`config.mk`:
```
export PLATFORM = sky130hd
export DESIGN_NAME = mtx_core
export DESIGN_NICKNAME = d
export VERILOG_FILES = /design/src/common/mtx_pkg.sv /design/src/hdl/mtx_core.sv /design/src/hdl/mtx_fsm.sv /design/src/hdl/symbol_timer.sv /design/src/tx/bpsk_mapper.sv /design/src/tx/frame_fifo.sv
export SDC_FILE = /design/constraint.sdc
export NUM_CORES = 1
export LEC_CHECK = 0
export BUFFER_PORTS_ARGS = -buffer_cell sky130_fd_sc_hd__clkbuf_2
export CAP_MARGIN = 20
export CORE_ASPECT_RATIO = 1.5
export CORE_MARGIN = 2
export CORE_UTILIZATION = 40
export DETAILED_ROUTE_END_ITERATION = 8
export GPL_ROUTABILITY_DRIVEN = 0
export PLACE_DENSITY = 0.66
export SLEW_MARGIN = 15
export SYNTH_ARGS = -nofsm -noshare
export SYNTH_HDL_FRONTEND = slang
export SYNTH_HIERARCHICAL = 1
export SYNTH_SLANG_ARGS = --single-unit
```
`constraint.sdc`:
```
create_clock -name radio_clk -period 4.84 [get_ports radio_clk]
set_input_delay 0.242 -clock radio_clk [delete_from_list [all_inputs] [get_ports radio_clk]]
set_output_delay 0.242 -clock radio_clk [all_outputs]
set_load 0.005 [all_outputs]
```
`src/common/mtx_pkg.sv`:
```
package mtx_pkg;

   // ------------------------------
   // frame geometry
   // ------------------------------
   localparam int WORD_W      = 32;
   localparam int FRAME_WORDS = 4;
   localparam int FRAME_BITS  = FRAME_WORDS * WORD_W;    // 128 bits per frame

   // word buffer, level counts 0..FIFO_DEPTH
   localparam int FIFO_DEPTH = 8;
   localparam int PTR_W      = $clog2(FIFO_DEPTH);
   localparam int LEVEL_W    = $clog2(FIFO_DEPTH + 1);

   // ------------------------------
   // symbol timing and levels
   // ------------------------------
   localparam int SAMPLES_PER_BIT = 8;
   localparam int SAMPLE_CNT_W    = $clog2(SAMPLES_PER_BIT);
   localparam int BIT_CNT_W       = $clog2(WORD_W);
   localparam int WORD_CNT_W      = $clog2(FRAME_WORDS);

   localparam int IQ_W      = WORD_W / 2;
   localparam int AMPLITUDE = 8192;                     // full scale is 32767

   // frame FSM encoding
   localparam int STATE_W = 2;
   localparam logic [STATE_W-1:0] ST_IDLE = 2'd0;
   localparam logic [STATE_W-1:0] ST_SEND = 2'd1;
   localparam logic [STATE_W-1:0] ST_GAP  = 2'd2;

   typedef logic [WORD_W-1:0] word_t;

   // I in the upper half, Q in the lower, as the DAC expects
   typedef struct packed {
      logic signed [IQ_W-1:0] i;
      logic signed [IQ_W-1:0] q;
   } iq_t;

   typedef union packed {
      word_t raw;
      iq_t   iq;
   } sample_u;

endpackage
```
`src/hdl/mtx_core.sv`:
```
module mtx_core import mtx_pkg::*; (
   input  logic  radio_clk,
   input  logic  i_reset,

   // host side, credit based
   input  logic  i_word_valid,
   input  word_t i_word,
   output logic  o_credit,

   // DAC side, no back-pressure
   output logic  o_tx_valid,
   output word_t o_tx_sample,
   output logic  o_ptt
);

   word_t              head_word;
   logic [LEVEL_W-1:0] level;

   logic pop;
   logic load;
   logic shift;
   logic start;
   logic active;

   logic bit_end;
   logic word_end;
   logic frame_end;

   // ------------------------------
   // host words into the buffer
   // ------------------------------
   frame_fifo frame_fifo_i (
      .radio_clk (radio_clk),
      .i_reset   (i_reset),
      .i_push    (i_word_valid),
      .i_word    (i_word),
      .i_pop     (pop),
      .o_head    (head_word),
      .o_level   (level),
      .o_credit  (o_credit)
   );

   mtx_fsm mtx_fsm_i (
      .radio_clk   (radio_clk),
      .i_reset     (i_reset),
      .i_level     (level),
      .i_bit_end   (bit_end),
      .i_word_end  (word_end),
      .i_frame_end (frame_end),
      .o_pop       (pop),
      .o_load      (load),
      .o_shift     (shift),
      .o_start     (start),
      .o_active    (active)
   );

   // counts the samples actually leaving for the DAC
   symbol_timer symbol_timer_i (
      .radio_clk   (radio_clk),
      .i_reset     (i_reset),
      .i_start     (start),
      .i_run       (o_tx_valid),
      .o_bit_end   (bit_end),
      .o_word_end  (word_end),
      .o_frame_end (frame_end)
   );

   bpsk_mapper bpsk_mapper_i (
      .radio_clk   (radio_clk),
      .i_reset     (i_reset),
      .i_load      (load),
      .i_shift     (shift),
      .i_word      (head_word),
      .i_active    (active),
      .o_tx_valid  (o_tx_valid),
      .o_tx_sample (o_tx_sample),
      .o_ptt       (o_ptt)
   );

endmodule

```
`src/hdl/mtx_fsm.sv`:
```
module mtx_fsm import mtx_pkg::*; (
   input  logic               radio_clk,
   input  logic               i_reset,
   input  logic [LEVEL_W-1:0] i_level,
   input  logic               i_bit_end,
   input  logic               i_word_end,
   input  logic               i_frame_end,
   output logic               o_pop,
   output logic               o_load,
   output logic               o_shift,
   output logic               o_start,
   output logic               o_active
);

   logic [STATE_W-1:0] state;
   logic [STATE_W-1:0] state_nxt;

   logic frame_ready;
   logic frame_go;     // first word of a frame
   logic next_word;    // words 2 to 4

   assign frame_ready = (i_level >= LEVEL_W'(FRAME_WORDS));
   assign frame_go    = ((state == ST_IDLE) || (state == ST_GAP)) && frame_ready;

   // no reload after the last word of the frame
   assign next_word = (state == ST_SEND) && i_word_end && !i_frame_end;

   // ------------------------------
   // next state
   // ------------------------------
   always_comb begin
      state_nxt = state;
      case (state)
         ST_IDLE: begin
            if (frame_ready) begin
               state_nxt = ST_SEND;
            end
         end
         ST_SEND: begin
            if (i_frame_end) begin
               state_nxt = ST_GAP;
            end
         end
         ST_GAP: begin
            // next frame may load during the dead DAC cycle
            if (frame_ready) begin
               state_nxt = ST_SEND;
            end else begin
               state_nxt = ST_IDLE;
            end
         end
         default: begin
            state_nxt = ST_IDLE;
         end
      endcase
   end

   always_ff @(posedge radio_clk) begin
      if (i_reset) begin
         state <= ST_IDLE;
      end else begin
         state <= state_nxt;
      end
   end

   // ------------------------------
   // strobes to buffer, timer, mapper
   // ------------------------------
   assign o_pop   = frame_go || next_word;
   assign o_load  = frame_go || next_word;   // head word is valid in the same cycle
   assign o_start = frame_go;

   // word boundaries reload instead of shifting
   assign o_shift = (state == ST_SEND) && i_bit_end && !i_word_end;

   // registered by the mapper, so it leads the DAC samples by one cycle
   assign o_active = frame_go || ((state == ST_SEND) && !i_frame_end);

endmodule

```
`src/hdl/symbol_timer.sv`:
```
module symbol_timer import mtx_pkg::*; (
   input  logic radio_clk,
   input  logic i_reset,
   input  logic i_start,
   input  logic i_run,         // one per sample sent
   output logic o_bit_end,
   output logic o_word_end,
   output logic o_frame_end
);

   logic [SAMPLE_CNT_W-1:0] sample_cnt;
   logic [BIT_CNT_W-1:0]    bit_cnt;
   logic [WORD_CNT_W-1:0]   word_cnt;

   logic last_sample;
   logic last_bit;
   logic last_word;

   assign last_sample = (sample_cnt == SAMPLE_CNT_W'(SAMPLES_PER_BIT - 1));
   assign last_bit    = (bit_cnt == BIT_CNT_W'(WORD_W - 1));
   assign last_word   = (word_cnt == WORD_CNT_W'(FRAME_WORDS - 1));

   // events only in cycles that carry a sample
   assign o_bit_end   = i_run && last_sample;
   assign o_word_end  = o_bit_end && last_bit;
   assign o_frame_end = o_word_end && last_word;

   always_ff @(posedge radio_clk) begin
      if (i_reset || i_start) begin
         sample_cnt <= '0;
         bit_cnt    <= '0;
         word_cnt   <= '0;
      end else if (i_run) begin
         sample_cnt <= last_sample ? '0 : sample_cnt + 1'b1;
         if (o_bit_end) begin
            bit_cnt <= last_bit ? '0 : bit_cnt + 1'b1;
         end
         if (o_word_end) begin
            word_cnt <= last_word ? '0 : word_cnt + 1'b1;   // wraps at frame end
         end
      end
   end

endmodule

```
`src/tx/bpsk_mapper.sv`:
```
module bpsk_mapper import mtx_pkg::*; (
   input  logic  radio_clk,
   input  logic  i_reset,
   input  logic  i_load,
   input  logic  i_shift,
   input  word_t i_word,
   input  logic  i_active,
   output logic  o_tx_valid,
   output word_t o_tx_sample,
   output logic  o_ptt
);

   word_t   shreg;
   word_t   shreg_nxt;
   sample_u mapped;
   sample_u sample_q;
   logic    valid_q;
   logic    ptt_q;

   // ------------------------------
   // bit source, msb first
   // ------------------------------
   always_comb begin
      if (i_load) begin
         shreg_nxt = i_word;
      end else if (i_shift) begin
         shreg_nxt = {shreg[WORD_W-2:0], 1'b0};
      end else begin
         shreg_nxt = shreg;
      end
   end

   always_ff @(posedge radio_clk) begin
      shreg <= shreg_nxt;
   end

   // mapped from the incoming register value so the new bit shows next cycle
   always_comb begin
      if (shreg_nxt[WORD_W-1]) begin
         mapped.iq.i = IQ_W'(AMPLITUDE);
      end else begin
         mapped.iq.i = IQ_W'(-AMPLITUDE);
      end
      mapped.iq.q = '0;   // bpsk, real axis only
   end

   // ------------------------------
   // output register
   // ------------------------------
   always_ff @(posedge radio_clk) begin
      if (i_reset) begin
         sample_q <= '0;
         valid_q  <= 1'b0;
         ptt_q    <= 1'b0;
      end else begin
         sample_q <= i_active ? mapped : '0;   // DAC sits at zero when idle
         valid_q  <= i_active;
         ptt_q    <= i_active;                 // keying line
      end
   end

   assign o_tx_valid  = valid_q;
   assign o_tx_sample = sample_q.raw;
   assign o_ptt       = ptt_q;

endmodule

```
`src/tx/frame_fifo.sv`:
```
module frame_fifo import mtx_pkg::*; (
   input  logic               radio_clk,
   input  logic               i_reset,
   input  logic               i_push,
   input  word_t              i_word,
   input  logic               i_pop,
   output word_t              o_head,
   output logic [LEVEL_W-1:0] o_level,
   output logic               o_credit
);

   word_t mem [FIFO_DEPTH];

   logic [PTR_W-1:0]   wr_ptr;
   logic [PTR_W-1:0]   rd_ptr;
   logic [LEVEL_W-1:0] level;

   logic full;
   logic empty;
   logic do_push;
   logic do_pop;

   assign full  = (level == LEVEL_W'(FIFO_DEPTH));
   assign empty = (level == '0);

   assign do_push = i_push && !full;    // host holds no credit when full
   assign do_pop  = i_pop && !empty;

   // ------------------------------
   // storage
   // ------------------------------
   always_ff @(posedge radio_clk) begin
      if (do_push) begin
         mem[wr_ptr] <= i_word;
      end
   end

   assign o_head  = mem[rd_ptr];        // fall-through, no read latency
   assign o_level = level;

   // ------------------------------
   // pointers, level, credit
   // ------------------------------
   always_ff @(posedge radio_clk) begin
      if (i_reset) begin
         wr_ptr   <= '0;
         rd_ptr   <= '0;
         level    <= '0;
         o_credit <= 1'b0;
      end else begin
         if (do_push) begin
            wr_ptr <= (wr_ptr == PTR_W'(FIFO_DEPTH - 1)) ? '0 : wr_ptr + 1'b1;
         end
         if (do_pop) begin
            rd_ptr <= (rd_ptr == PTR_W'(FIFO_DEPTH - 1)) ? '0 : rd_ptr + 1'b1;
         end
         case ({do_push, do_pop})
            2'b10:   level <= level + 1'b1;
            2'b01:   level <= level - 1'b1;
            default: level <= level;      // both or neither
         endcase
         o_credit <= do_pop;              // one credit back per word out
      end
   end

endmodule

```
==> impl_metrics.yaml, run 1 <==
outcome:
  status: "complete, no violations"
floorplan:
  fp.dieArea_um2: 33200
  core_area_um2: 31100
  fp.dieW_um: 150
  rows: 79
  io_pins: 70
  initial_core_util_pct: 40.8
  die_h_um: 222
yosys:
  synth_area_um2: 12700
  synth_area_per_cell_um2: 20.2
  synth-seq-area-share_pct: 72.5
  synth_flop_cell: "edfxtp_1"
  synth-async-reset-ratio_pct: 0
  synthTopCellsByArea: "edfxtp_1 (68%), mux4_1 (8.3%), dfxtp_1 (4.7%), mux4_2 (4.3%), mux2_2 (3.0%)"
  ys_seq_elements: 317
  synth_edf_count: 287
  postSynthCellCount: 628
  yosysWarnings: 6
  ys_types: 50
  yosysMostFrequentCell: "edfxtp_1"
  yosysTopAreaCell: "edfxtp_1"
  synth_commonest_cells: "edfxtp_1 (287), mux4_1 (40), mux2_2 (34)"
  synth_top_area_share_pct: 67.8
grt:
  antenna_found_initial: 0
  grt_pass1_vias: 6389
  grt_start_max_net_pins: 48
  grt_remaining_overflow: 0
  grt_pass1_wl_mm: 36.8
  grt_usage_pct: 14.7
cts:
  clock_tree.buffer_depth: 3
  htree_levels: 1
  cts_resized: 0
  hold_buffers: 32
  clock_insertion_delay_worst_skew_ns: 0.54
  clk_pin_slew_ns: 0.07
  clockRootBuffer: "clkbuf_16"
  cts_sinks: 317
  cts_buffers: 28
  cts_setup_buffers: 0
  cts_tree: "yes"
route:
  drt_iter0_markers: 335
  met1_length_mm: 8.95
  met2WireLength_mm: 13.3
  num_vias: 5974
  wl_mm: 23.7
  highest_layer: "met4"
  ant_nets: 0
  vias_per_cell: 5.26
  drtPass1Iterations: 4
  wl_per_cell_um: 20.9
  wl_met3_um: 870
  drc: 0
worst_setup_path:
  setup.worst_path.end_class: "register"
  critPathMaxFanout: 8
  required_ns: 5.31
  ff2ff_path_depth: 16
  critical_path_arrival_ns: 3.99
  rr_startpoint: "symbol_timer_i/bit_cnt[0]$_SDFFE_PP0P_"
  max_stage_delay_ns: 0.41
  r2r_setup_slack_ns: 1.32
  crit_path_frequent_cell: "ha_1"
  r2r_end: "frame_fifo_i/o_level[2]$_SDFFE_PP0P_"
  crit_path_top_delay_cell: "dfxtp_1"
  start_kind: "register"
  path_cells: "ha_1 -> and3_1 -> ha_1 -> nand3_1 -> inv_1 -> inv_1 -> o32ai_4 -> o21ai_2 -> inv_1 -> ha_1 -> xor2_1 -> ha_1 -> a21oi_1 -> xor2_1 -> or3_1 -> a21oi_1"
  critical_path_class: "register to register"
  crit_path_start: "symbol_timer_i/bit_cnt[0]$_SDFFE_PP0P_"
power_and_ir_drop:
  ir_drop_uv: 257
  switchingPower_w: 0.00109
  p_per_area_nw_per_um2: 383
  pwr-share-comb_pct: 4.1
  power_frac_clock_pct: 40.5
  power.internal_w: 0.00446
  netSwitchingFraction_pct: 19.7
  leakage_nw: 4.79
  total_power_w: 0.00555
  seqPwrFrac_pct: 55.4
layout:
  diodes: 0
  fill_cells: 2535
  seq_area_um2: 9220
  finish.utilization_pct: 46.6
  synthToLayoutAreaGrowth_pct: 14.1
  drive_above_1_share_pct: 23.5
  multi_input_area_um2: 3200
  fin_nets: 756
  fin_cells: 1136
timing:
  finalHoldViolations: 0
  worstMarginPinSlew_ns: 1.06
  slew_violations: 0
  fin_crit_sh_pct: 72.7
  rsz0062_at_grt: "no"
  setup-violations-final: 0
  maxSlewHeadroom_pct: 29.6
  fmax_mhz: 284
  finClkSkew_ns: 0.0133
  period_needed_ns: 3.52
  fin_setup_tns_ns: 0
flow_run:
  max_cap_violations: 0
place:
  io_buffer_count: 40
  dp.cells: 1052
  dp_hpwl_mm: 13.5
worst_hold_path:
  hold_start: "i_reset"
  min_path_type: "primary input to register"
  hold_path_end: "frame_fifo_i/wr_ptr[0]$_SDFFE_PP0P_"
  whs_path_depth: 2
[per-stage QoR]
stage	hold WS (ns)	setup WS [ns]	area [um2]
6_report	0.113	1.32	14500
5_1_grt	0.122	1.15	14500
4_1_cts	0.102	1.36	14500
3_5_place_dp	0.454	1.38	13200
3_3_place_gp	0.448	1.70	13200
2_1_floorplan	0.314	0.610	12800
[metal layers]
layer,track usage [%],vias up
met5,0,-
met4,5.19,0
met3,2.01,40
met2,27.7,156
met1,16.6,3093
li1,-,2685
[worst max-delay path, delay by kind of cell, from the launching register on]
kind | cells | cell delay (ns)
adders and majority gates | 4 | 0.98
and+or+nand+nor | 3 | 0.67
AOI/OAI and AO/OA | 4 | 0.69
DFF | 1 | 0.41
xor gates and xnor gates | 2 | 0.40
buffers and inverters | 3 | 0.29
[layout make-up]
| class | count | area share, % |
|---|---|---|
| tap | 405 | 3.49 |
| inverter | 5 | 0.129 |
| clock inverter | 19 | 1.39 |
| clock buffer | 33 | 5.11 |
| timing repair buffer | 84 | 4.21 |
| multi-input combinational | 273 | 22.1 |
| sequential | 317 | 63.6 |
[layout by cell type (no fill, tap or decap), types with 13 or more instances in the layout]
cell type | Yosys | final
a21oi_1 | 13 | 13
a22o_1 | 29 | 29
clkbuf_16 | 0 | 29
clkbuf_2 | 0 | 40
conb_1 | 1 | 29
dfxtp_1 | 30 | 28
dlygate4sd3_1 | 0 | 32
edfxtp_1 | 287 | 287
mux2_2 | 34 | 34
mux4_1 | 40 | 40
mux4_2 | 24 | 24
nand2_1 | 15 | 15
nor2_1 | 16 | 13
[power by group through the flow]
stage	combinational (W)	sequential [W]	clock [W]
after floorplan	0.000147	0.00313	0
after global placement	0.000196	0.00313	0
after detailed placement	0.000207	0.00314	0
after CTS	0.000230	0.00308	0.00229
after global routing	0.000249	0.00308	0.00241
final	0.000227	0.00308	0.00225
[kinds of logic after synthesis]
logic type               count (synthesis)  synth area share [%]
AO/OA/AOI/OAI                           57                  3.42
XOR/XNOR                                 4                 0.276
adder cells (fa/ha/maj)                 12                  1.18
buffers and inverters                   66                  3.64
flip-flops                             317                  72.5
multiplexers                           104                  16.0
other                                    1                0.0295
AND/OR/NAND/NOR                         67                  2.90
[sequential cells by signal, indices dropped and copies added, names as in the netlist, named ones only]
signal	count
frame_fifo_i/mem	256
bpsk_mapper_i/shreg	32
symbol_timer_i/bit_cnt	5
frame_fifo_i/o_level	4
frame_fifo_i/rd_ptr	3
frame_fifo_i/wr_ptr	3
symbol_timer_i/sample_cnt	3
bpsk_mapper_i/o_tx_sample	2
mtx_fsm_i/state	2
symbol_timer_i/word_cnt	2
bpsk_mapper_i/o_ptt	1
frame_fifo_i/o_credit	1
[how the worst max path moves through the flow]
stage                                                      end  slack (ns)  cells after the start
after floorplan               frame_fifo_i/mem[0][0]$_DFFE_PP_        0.61                      3
after global placement    frame_fifo_i/o_level[3]$_SDFFE_PP0P_        1.70                     14
after detailed placement  frame_fifo_i/o_level[2]$_SDFFE_PP0P_        1.38                     16
after CTS                 frame_fifo_i/o_level[2]$_SDFFE_PP0P_        1.36                     16
after global routing      frame_fifo_i/o_level[3]$_SDFFE_PP0P_        1.15                     14
final                     frame_fifo_i/o_level[2]$_SDFFE_PP0P_        1.32                     16
(Power assumes the default switching activity.)
==> run 2, diff against run 1 <==
- clock period: 4.84 -> 3.65 ns (I/O delays scaled with it)
==> impl_metrics.yaml, run 2 (synthesis results as in run 1) <==
grt:
  grt_remaining_overflow: 0
  grt_pass1_vias: 6275
  antenna_found_initial: 0
  grt_pass1_wl_mm: 36.3
  grt_usage_pct: 14.5
  grt_start_max_net_pins: 47
cts:
  cts_sinks: 317
  cts_tree: "yes"
  clockRootBuffer: "clkbuf_16"
  clock_tree.buffer_depth: 3
  htree_levels: 1
  clock_insertion_delay_worst_skew_ns: 0.54
  clk_pin_slew_ns: 0.06
  cts_buffers: 28
timing:
  rsz0062_at_grt: "no"
  setup-violations-final: 0
  fin_setup_tns_ns: 0
  fin_crit_sh_pct: 92.8
  worstMarginPinSlew_ns: 0.817
  finClkSkew_ns: 0.0102
  finalHoldViolations: 0
  period_needed_ns: 3.39
  maxSlewHeadroom_pct: 45.3
  slew_violations: 0
  fin_ws_ns: 0.263
  fmax_mhz: 295
route:
  vias_per_cell: 5.33
  ant_nets: 0
  drc: 0
  num_vias: 6069
  drt_iter0_markers: 431
  drtPass1Iterations: 4
  wl_mm: 23.8
  wl_per_cell_um: 20.9
floorplan:
  core_area_um2: 31100
  fp.dieArea_um2: 33200
  io_pins: 70
  rows: 79
  die_h_um: 222
  fp.dieW_um: 150
  initial_core_util_pct: 40.8
power_and_ir_drop:
  p_per_area_nw_per_um2: 495
  leakage_nw: 4.80
  total_power_w: 0.00717
  ir_drop_uv: 329
layout:
  fill_cells: 2543
  largest_reg_flops: 256
  final_common_cell: "edfxtp_1"
  reg_top3: "frame_fifo_i/mem (256), bpsk_mapper_i/shreg (32), symbol_timer_i/bit_cnt (5)"
  max_flop_register: "frame_fifo_i/mem"
  final_cell_mix: "edfxtp_1 (287), mux4_1 (40), clkbuf_2 (40)"
  fin_cells: 1139
  fin_nets: 759
  drive_above_1_share_pct: 23.8
  synthToLayoutAreaGrowth_pct: 14.0
  diodes: 0
worst_setup_path:
  critical_path_class: "register to register"
  crit_path_top_delay_cell: "dfxtp_1"
  critical_path_arrival_ns: 3.82
  required_ns: 4.08
  path_cells: "ha_1 -> and3_1 -> ha_2 -> nand3_1 -> inv_1 -> inv_1 -> o32ai_4 -> o21ai_2 -> inv_1 -> ha_1 -> nand2_1 -> mux2_2 -> o41ai_1 -> mux2_2"
  start_kind: "register"
  max_stage_delay_ns: 0.40
  cp_top_family: "compound AO/OA/AOI/OAI gates"
  cp_num_buf_inv: 3
  critPathMaxFanout: 8
  setup.worst_path.end_class: "register"
  crit_path_frequent_cell: "inv_1"
outcome:
  status: "complete, no violations"
flow_run:
  max_cap_violations: 0
place:
  pre_cts_ws_ns: 0.210
  dp.cells: 1055
  dp_hpwl_mm: 12.9
  io_buffer_count: 40
worst_hold_path:
  min_path_type: "primary input to register"
run 2: cell types whose count changed in the layout (fill, tap and decap cells not counted), moves of 2 or more:
cell,delta
clkbuf_8,+2
clkinv_1,-3
clkbuf_1,+4
bufinv_16,-3
clkinv_2,+5
buf_12,+2
clkinvlp_4,-3
run 2: power by group:
group          switching [W]  internal [W]
Combinational       0.000169      0.000135
Clock                0.00122       0.00156
Sequential         0.0000356       0.00405
Total                0.00143       0.00574
run 2: worst paths after layout:
kind / start / endpoint / slack, ns / cells after the start
worst min-delay path: i_reset / frame_fifo_i/o_level[2]$_SDFFE_PP0P_ / 0.06 / 2
worst max-delay path: symbol_timer_i/bit_cnt[0]$_SDFFE_PP0P_ / frame_fifo_i/o_level[3]$_SDFFE_PP0P_ / 0.26 / 14
worst max register to register: symbol_timer_i/bit_cnt[0]$_SDFFE_PP0P_ / frame_fifo_i/o_level[3]$_SDFFE_PP0P_ / 0.26 / 14
worst min register to register: symbol_timer_i/word_cnt[1]$_SDFFE_PP0P_ / symbol_timer_i/word_cnt[1]$_SDFFE_PP0P_ / 0.47 / 2
run 2: per-stage QoR:
stage / hold slack (ns) / util [%] / instance area, um2
global placement: 0.443 / 42.7 / 13300
floorplan: 0.254 / - / 12800
finish: 0.0577 / 46.5 / 14500
global route: 0.0528 / 46.5 / 14500
CTS: 0.0318 / 46.5 / 14500
detailed placement: 0.461 / 42.7 / 13300
run 2: per-layer routing:
| layer | routed length (um) | track usage (%) | up-vias |
|---|---|---|---|
| li1 | - | - | 2693 |
| met1 | 9200 | 17.1 | 3184 |
| met2 | 13000 | 26.7 | 156 |
| met3 | 1000 | 2.14 | 36 |
| met4 | 528 | 4.49 | 0 |
| met5 | 0 | 0 | - |
run 2: cell type report:
class	instances	area, um2	share of cell area, %
Clock buffer	39	783	5.41
Multi-Input combinational cell	273	3210	22.2
Tap cell	405	507	3.50
Inverter	5	18.8	0.130
Clock inverter	13	85.1	0.587
Timing Repair Buffer	87	658	4.54
Sequential cell	317	9220	63.7
run 2: what timing repair did:
item | CTS | global route
endpoints found under the hold margin | 256 | 0
gates resized for setup | 0 | 1
hold buffers | 32 | 0
buffers inserted | 0 | 0
setup endpoints to repair | 0 | 2
